--- src/adc_stats_pkg.sv ---
package adc_stats_pkg;

    ////////////////////////////////////////
    // ADC code
    ////////////////////////////////////////

    // Converter resolution
    localparam int SAMPLE_W = 12;

    // Raw unsigned converter code
    typedef logic [SAMPLE_W-1:0] sample_t;

    ////////////////////////////////////////
    // Millivolt values
    ////////////////////////////////////////

    // Enough for references up to 65.5 V
    localparam int MV_W = 16;

    // Unsigned millivolt value
    typedef logic [MV_W-1:0] mv_t;

    ////////////////////////////////////////
    // Accumulation
    ////////////////////////////////////////

    // Window sum, 4096 full-scale samples max
    localparam int ACC_W = 24;

endpackage

--- src/sample_window.sv ---
`timescale 1ns/1ps

module sample_window
    import adc_stats_pkg::*;
#(
    parameter int SAMPLES = 80
) (
    input  logic    clk,
    input  logic    rst,
    input  logic    sample_valid,
    input  sample_t sample,
    output logic    win_valid,
    output sample_t win_sample,
    output logic    win_first,
    output logic    win_last
);

    ////////////////////////////////////////
    // Position counter
    ////////////////////////////////////////

    // At least one bit, even for one-sample windows
    localparam int POS_W = (SAMPLES > 1) ? $clog2(SAMPLES) : 1;

    // Index of the closing sample
    localparam logic [POS_W-1:0] LAST_POS = POS_W'(SAMPLES - 1);

    // Position of the next strobed sample in its window
    logic [POS_W-1:0] pos;

    // Boundary flags for the sample arriving now
    logic at_first;
    logic at_last;

    assign at_first = (pos == '0);
    assign at_last  = (pos == LAST_POS);

    always_ff @(posedge clk) begin
        if (rst) begin
            pos       <= '0;
            win_valid <= 1'b0;
            win_first <= 1'b0;
            win_last  <= 1'b0;
        end else begin
            // One cycle of latency from the strobe
            win_valid <= sample_valid;
            if (sample_valid) begin
                win_first <= at_first;
                win_last  <= at_last;
                // Advance on strobes only, wrap at the window end
                pos <= at_last ? '0 : pos + 1'b1;
            end
        end
    end

    // Sample data travels alongside the strobe
    always_ff @(posedge clk) begin
        if (sample_valid) begin
            win_sample <= sample;
        end
    end

    ////////////////////////////////////////
    // Checks
    ////////////////////////////////////////

    // A multi-sample window never opens and closes on one sample
    first_last_excl: assert property (@(posedge clk) disable iff (rst)
        !((SAMPLES > 1) && win_valid && win_first && win_last))
        else $error("win_first and win_last high together");

endmodule

--- src/window_stats.sv ---
`timescale 1ns/1ps

module window_stats
    import adc_stats_pkg::*;
#(
    parameter int SAMPLES = 80
) (
    input  logic    clk,
    input  logic    rst,
    input  logic    win_valid,
    input  sample_t win_sample,
    input  logic    win_first,
    input  logic    win_last,
    output logic    stats_valid,
    output sample_t avg_code,
    output sample_t min_code,
    output sample_t max_code
);

    // Window length at accumulator width
    localparam logic [ACC_W-1:0] DIVISOR = ACC_W'(SAMPLES);

    ////////////////////////////////////////
    // Running statistics
    ////////////////////////////////////////

    // State over the samples seen so far in this window
    logic [ACC_W-1:0] sum_acc;
    sample_t          min_acc;
    sample_t          max_acc;

    // State with the current sample folded in
    logic [ACC_W-1:0] sum_nxt;
    sample_t          min_nxt;
    sample_t          max_nxt;

    // Truncated mean of the finished window
    logic [ACC_W-1:0] avg_full;

    always_comb begin
        if (win_first) begin
            // New window seeds from its own first sample
            sum_nxt = ACC_W'(win_sample);
            min_nxt = win_sample;
            max_nxt = win_sample;
        end else begin
            sum_nxt = sum_acc + ACC_W'(win_sample);
            min_nxt = (win_sample < min_acc) ? win_sample : min_acc;
            max_nxt = (win_sample > max_acc) ? win_sample : max_acc;
        end
    end

    // Constant divisor, mean of 12-bit codes stays below 4096
    assign avg_full = sum_nxt / DIVISOR;

    // Accumulate on every valid sample
    always_ff @(posedge clk) begin
        if (win_valid) begin
            sum_acc <= sum_nxt;
            min_acc <= min_nxt;
            max_acc <= max_nxt;
        end
    end

    ////////////////////////////////////////
    // Result registers
    ////////////////////////////////////////

    always_ff @(posedge clk) begin
        if (rst) begin
            stats_valid <= 1'b0;
            avg_code    <= '0;
            min_code    <= '0;
            max_code    <= '0;
        end else begin
            // Pulse one cycle after the closing sample
            stats_valid <= win_valid && win_last;
            if (win_valid && win_last) begin
                // Codes hold until the next window closes
                avg_code <= sample_t'(avg_full);
                min_code <= min_nxt;
                max_code <= max_nxt;
            end
        end
    end

    ////////////////////////////////////////
    // Checks
    ////////////////////////////////////////

    // Windows are never shorter than two strobes apart
    stats_pulse: assert property (@(posedge clk) disable iff (rst)
        (SAMPLES > 1) && stats_valid |=> !stats_valid)
        else $error("stats_valid longer than one cycle");

    // Mean lies between the extremes of the same window
    stats_order: assert property (@(posedge clk) disable iff (rst)
        stats_valid |-> (min_code <= avg_code) && (avg_code <= max_code))
        else $error("min/avg/max out of order");

endmodule

--- src/code_to_millivolts.sv ---
`timescale 1ns/1ps

module code_to_millivolts
    import adc_stats_pkg::*;
#(
    parameter int VREF_MV = 3300
) (
    input  logic    clk,
    input  logic    rst,
    input  logic    stats_valid,
    input  sample_t avg_code,
    input  sample_t min_code,
    input  sample_t max_code,
    output logic    result_valid,
    output mv_t     avg_mv,
    output mv_t     min_mv,
    output mv_t     max_mv
);

    ////////////////////////////////////////
    // Scaling
    ////////////////////////////////////////

    // Full scale is 2^SAMPLE_W codes
    localparam int FRAC_W = SAMPLE_W;
    localparam int PROD_W = FRAC_W + MV_W;

    // Reference voltage at product width
    localparam logic [PROD_W-1:0] VREF = PROD_W'(VREF_MV);

    // Code times reference, fraction bits dropped
    function automatic mv_t to_mv(input sample_t code);
        logic [PROD_W-1:0] prod;
        prod = PROD_W'(code) * VREF;
        return prod[PROD_W-1:FRAC_W];
    endfunction

    ////////////////////////////////////////
    // Output registers
    ////////////////////////////////////////

    always_ff @(posedge clk) begin
        if (rst) begin
            result_valid <= 1'b0;
            avg_mv       <= '0;
            min_mv       <= '0;
            max_mv       <= '0;
        end else begin
            result_valid <= stats_valid;
            // Convert on the statistics pulse only
            if (stats_valid) begin
                avg_mv <= to_mv(avg_code);
                min_mv <= to_mv(min_code);
                max_mv <= to_mv(max_code);
            end
        end
    end

    // Exactly one cycle of latency through this stage
    result_follows: assert property (@(posedge clk) disable iff (rst)
        result_valid == $past(stats_valid))
        else $error("result_valid does not track stats_valid");

endmodule

--- src/adc_stats_top.sv ---
`timescale 1ns/1ps

module adc_stats_top
    import adc_stats_pkg::*;
#(
    parameter int SAMPLES = 80,
    parameter int VREF_MV = 3300
) (
    input  logic    clk,
    input  logic    rst,
    input  logic    sample_valid,
    input  sample_t sample,
    output logic    result_valid,
    output sample_t avg_code,
    output sample_t min_code,
    output sample_t max_code,
    output mv_t     avg_mv,
    output mv_t     min_mv,
    output mv_t     max_mv
);

    // Framing to statistics
    logic    win_valid;
    sample_t win_sample;
    logic    win_first;
    logic    win_last;

    // Statistics to scaling
    logic    stats_valid;

    ////////////////////////////////////////
    // Pipeline, three cycles end to end
    ////////////////////////////////////////

    sample_window #(
        .SAMPLES (SAMPLES)
    ) sample_window_i (
        .clk          (clk),
        .rst          (rst),
        .sample_valid (sample_valid),
        .sample       (sample),
        .win_valid    (win_valid),
        .win_sample   (win_sample),
        .win_first    (win_first),
        .win_last     (win_last)
    );

    // Raw codes also leave the top directly
    window_stats #(
        .SAMPLES (SAMPLES)
    ) window_stats_i (
        .clk         (clk),
        .rst         (rst),
        .win_valid   (win_valid),
        .win_sample  (win_sample),
        .win_first   (win_first),
        .win_last    (win_last),
        .stats_valid (stats_valid),
        .avg_code    (avg_code),
        .min_code    (min_code),
        .max_code    (max_code)
    );

    code_to_millivolts #(
        .VREF_MV (VREF_MV)
    ) code_to_millivolts_i (
        .clk          (clk),
        .rst          (rst),
        .stats_valid  (stats_valid),
        .avg_code     (avg_code),
        .min_code     (min_code),
        .max_code     (max_code),
        .result_valid (result_valid),
        .avg_mv       (avg_mv),
        .min_mv       (min_mv),
        .max_mv       (max_mv)
    );

endmodule

--- config.mk ---
export PLATFORM = sky130hd
export DESIGN_NAME = adc_stats_top
export DESIGN_NICKNAME = d
export VERILOG_FILES = /design/src/adc_stats_pkg.sv /design/src/sample_window.sv /design/src/window_stats.sv /design/src/code_to_millivolts.sv /design/src/adc_stats_top.sv
export SDC_FILE = /design/constraint.sdc
export NUM_CORES = 1
export LEC_CHECK = 0
export ABC_CLOCK_PERIOD_IN_PS = 8210
export BUFFER_PORTS_ARGS = -buffer_cell sky130_fd_sc_hd__buf_4
export CORE_MARGIN = 3
export CORE_UTILIZATION = 64
export CTS_BUF_LIST = sky130_fd_sc_hd__clkbuf_4 sky130_fd_sc_hd__clkbuf_8
export DETAILED_ROUTE_END_ITERATION = 6
export PLACE_DENSITY_LB_ADDON = 0.05
export SYNTH_ARGS = -nofsm -noshare
export SYNTH_HDL_FRONTEND = slang
export SYNTH_SLANG_ARGS = --single-unit
--- constraint.sdc ---
create_clock -name clk -period 8.21 [get_ports clk]
set_input_delay 0.4105 -clock clk [delete_from_list [all_inputs] [get_ports clk]]
set_output_delay 0.4105 -clock clk [all_outputs]
set_load 0.005 [all_outputs]
==> results.toml <==
[synthesis]
yosys_register_bits = 144
synthCells = 1628
yosysTopAreaCell = "ha_1"
syn_avg_cell_area_um2 = 9.240
synth-seq-area-share_pct = 23.16
synth_top_area_share_pct = 20.04
ys_types = 106
yosysWarnings = 0
synth_common_cells = "241 x ha_1, 240 x inv_1, 168 x nor2_1"
synth-edff-count = 60
ys.flop_type = "dfxtp_1"
syn_area_um2 = 15040
async_reset_ff_share_pct = 0
ys_top_cells_by_area = "ha_1 20%, fa_1 12%, edfxtp_1 12%"
synthMostInstantiatedCell = "ha_1"

[drt]
vias_per_cell = 5.801
wire_per_inst_um = 16.72
drtAntennaViolNets = 0
first_pass_iters = 6
drc = 0
vias = 11740
finalWirelength_mm = 33.82
first_iter_violations = 788

[timing]
timing.fmax_mhz = 130.8
tns_ps = 0
tightest_slew_ps = 904.5
min_period_ps = 7647
maxSlewViolCount = 0
rsz0062_at_grt = "no"
setup_viol = 0
finClkSkew_ps = 17.03
slew_headroom_pct = 39.70
fin_crit_sh_pct = 93.15
finalHoldViolations = 0

[cells_and_area]
layout-drive-gt1-share_pct = 12.34
nets = 2044
multi_input_area_um2 = 10380
diodes = 0
stdcell_count = 2023
area_growth_pct = 8.799
fin_area_um2 = 16370
n_fill_cell = 1747
seqCellArea_um2 = 3486
fin_util_pct = 71.64

[global_route]
grt_use_total_pct = 27.10
grt_overflow_total = 0
grt_pass1_vias = 11810
grt_pass1_wl_mm = 57.45
grt_max_degree = 83
antenna_found_initial = 0

[setup_path]
worstSetupPathType = "flop to flop"
startpoint_type = "flop"
r2r-end = "window_stats_i.avg_code[0]$_SDFFE_PP0P_"
rr_worst_depth = 26
r2r_setup_slack_ps = 560
reg2reg_from = "sample_window_i.win_sample[0]$_DFFE_PP_"
critPathArrivalTime_ps = 8030
cp_max_fo = 11
critPathCaptureType = "flop"
required_ps = 8590

[clocking]
clockBufferDepth = 2
clk_latency_ps = 460
cts_max_level = 4
hold_buffers = 0
cts_buffers = 17
cts_tree = "yes"
path_clk_slew_ps = 80
cts.sinks = 144
root_buffer = "clkbuf_8"

[worst_hold_path]
hp-class = "input pin to flop"
holdPathEnd = "sample_window_i.win_sample[7]$_DFFE_PP_"
min_path_cells = 1
hold_start = "sample[7]"

[power]
pwr-share-comb_pct = 42.8
intPower_mw = 1.512
sequentialPowerShare_pct = 32.4
p_per_area_nw_per_um2 = 152.6
peakVddDrop_mv = 0.1315
power.leakage_nw = 8.276
clkPwrFrac_pct = 24.8
p_sw_mw = 0.9856
switching_share_pct = 39.46

[die]
die_h_um = 159.3
core_um2 = 22850
rows = 55
die_area_um2 = 25380
die_w_um = 159.3
ios = 100
initial_core_util_pct = 65.84

[placed_design]
place_area_um2 = 15910
port-buffer-count = 87
dp.cells = 1988
hpwl_mm = 26.14
gp_congestion = 0.8779

[job]
maxCapViolCount = 0

[status]
outcome = "finished clean"
logic make-up after synthesis:
family / share of synthesized area [%]
and+or+nand+nor: 13.42
adders and majority gates: 32.29
buffers and inverters: 8.217
AOI/OAI and AO/OA: 14.04
DFF: 23.16
xor gates and xnor gates: 4.358
muxes: 4.500
other: 0.02493
flip-flops by register name, summed over array words and instances, names as in the netlist, 7 cells and up:
signal / flops
window_stats_i.min_code: 12
code_to_millivolts_i.min_mv: 12
code_to_millivolts_i.max_mv: 12
code_to_millivolts_i.avg_mv: 12
window_stats_i.min_acc: 12
sample_window_i.pos: 7
window_stats_i.avg_code: 12
window_stats_i.max_code: 12
sample_window_i.win_sample: 12
window_stats_i.sum_acc: 24
window_stats_i.max_acc: 12
power by group through the flow:
stage / Sequential [mW] / Clock [mW] / Combinational, mW
floorplan: 0.819 / 0 / 0.838
global placement: 0.823 / 0 / 1.01
detailed placement: 0.824 / 0 / 1.02
CTS: 0.808 / 0.627 / 1.03
global route: 0.812 / 0.655 / 1.18
finish: 0.808 / 0.619 / 1.07
metal layers:
| metal | GRT usage [%] | share of wire, % | vias to the layer above |
|---|---|---|---|
| met5 | 0 | 0 | - |
| met4 | 7.680 | 1.8 | 0 |
| met3 | 3.590 | 4.6 | 53 |
| met2 | 46.21 | 49 | 298 |
| met1 | 36.38 | 45 | 5633 |
| li1 | - | - | 5751 |
worst max path at each step:
stage / start / endpoint / slack, ps / cells after the start
floorplan: sample_window_i.win_sample[0]$_DFFE_PP_ / window_stats_i.avg_code[0]$_SDFFE_PP0P_ / 1470 / 28
global placement: sample_window_i.win_sample[0]$_DFFE_PP_ / window_stats_i.avg_code[0]$_SDFFE_PP0P_ / 860 / 26
detailed placement: sample_window_i.win_sample[0]$_DFFE_PP_ / window_stats_i.avg_code[0]$_SDFFE_PP0P_ / 650 / 26
CTS: sample_window_i.win_sample[0]$_DFFE_PP_ / window_stats_i.avg_code[0]$_SDFFE_PP0P_ / 590 / 26
global route: sample_window_i.win_sample[10]$_DFFE_PP_ / window_stats_i.avg_code[0]$_SDFFE_PP0P_ / 10 / 24
finish: sample_window_i.win_sample[0]$_DFFE_PP_ / window_stats_i.avg_code[0]$_SDFFE_PP0P_ / 560 / 26
through the flow:
| stage | hold slack (ps) | setup WS, ps | total power [mW] |
|---|---|---|---|
| after floorplan | 459.1 | 1466 | 1.657 |
| after global placement | 473.8 | 859.9 | 1.830 |
| after detailed placement | 485.6 | 650.4 | 1.845 |
| after CTS | 110.4 | 590.1 | 2.462 |
| after global routing | 103.8 | 11.66 | 2.643 |
| final | 133.8 | 562.7 | 2.498 |
worst max-delay path: stages, from the launching register on:
cell and delay [ps]:
edfxtp_1 380, ha_1 210, inv_1 60, fa_1 410
nand2b_1 190, a211oi_1 270, o21a_2 240, o2111a_1 320
o21ai_1 180, or3_1 420, o21ai_0 440, o21a_2 310
o311ai_4 150, or3_1 360, and4_4 220, nor2_2 220
o221ai_1 230, and2_1 310, a311oi_2 350, nand3_1 320
or4_1 600, a41oi_4 410, nor2_1 80, o311ai_1 280
a21oi_1 120, maj3_1 360, a21oi_1 140
layout by cell type (no fill, tap or decap), drive strengths merged, types with 12 or more instances in the layout:
| cell type | synthesis | final |
|---|---|---|
| inv | 241 | 247 |
| ha | 241 | 241 |
| nor2 | 170 | 170 |
| buf | 26 | 103 |
| fa | 91 | 91 |
| dfxtp | 84 | 84 |
| nand2 | 70 | 70 |
| a21oi | 65 | 65 |
| edfxtp | 60 | 60 |
| xnor2 | 50 | 50 |
| o21ai | 50 | 50 |
| nor3 | 46 | 46 |
| mux2i | 44 | 44 |
| nand3 | 32 | 32 |
| nor2b | 22 | 22 |
| mux2 | 21 | 21 |
| xor2 | 21 | 21 |
| a211oi | 21 | 21 |
| clkbuf | 38 | 21 |
| o211ai | 20 | 20 |
| a21o | 19 | 19 |
| nand4 | 14 | 14 |
| nand2b | 12 | 12 |
| conb | 1 | 12 |
layout make-up:
cell class | instances | share of cell area, %
Clock inverter | 11 | 0.9174
Timing Repair Buffer | 103 | 4.724
Sequential cell | 144 | 21.30
Inverter | 245 | 5.619
Tap cell | 313 | 2.393
Multi-Input combinational cell | 1186 | 63.40
Clock buffer | 21 | 1.651
repair_timing:
item,in CTS,in global routing
gates resized for setup,0,4
setup buffers,0,3
endpoints found under the setup margin,0,1
(Power assumes the default switching activity.)
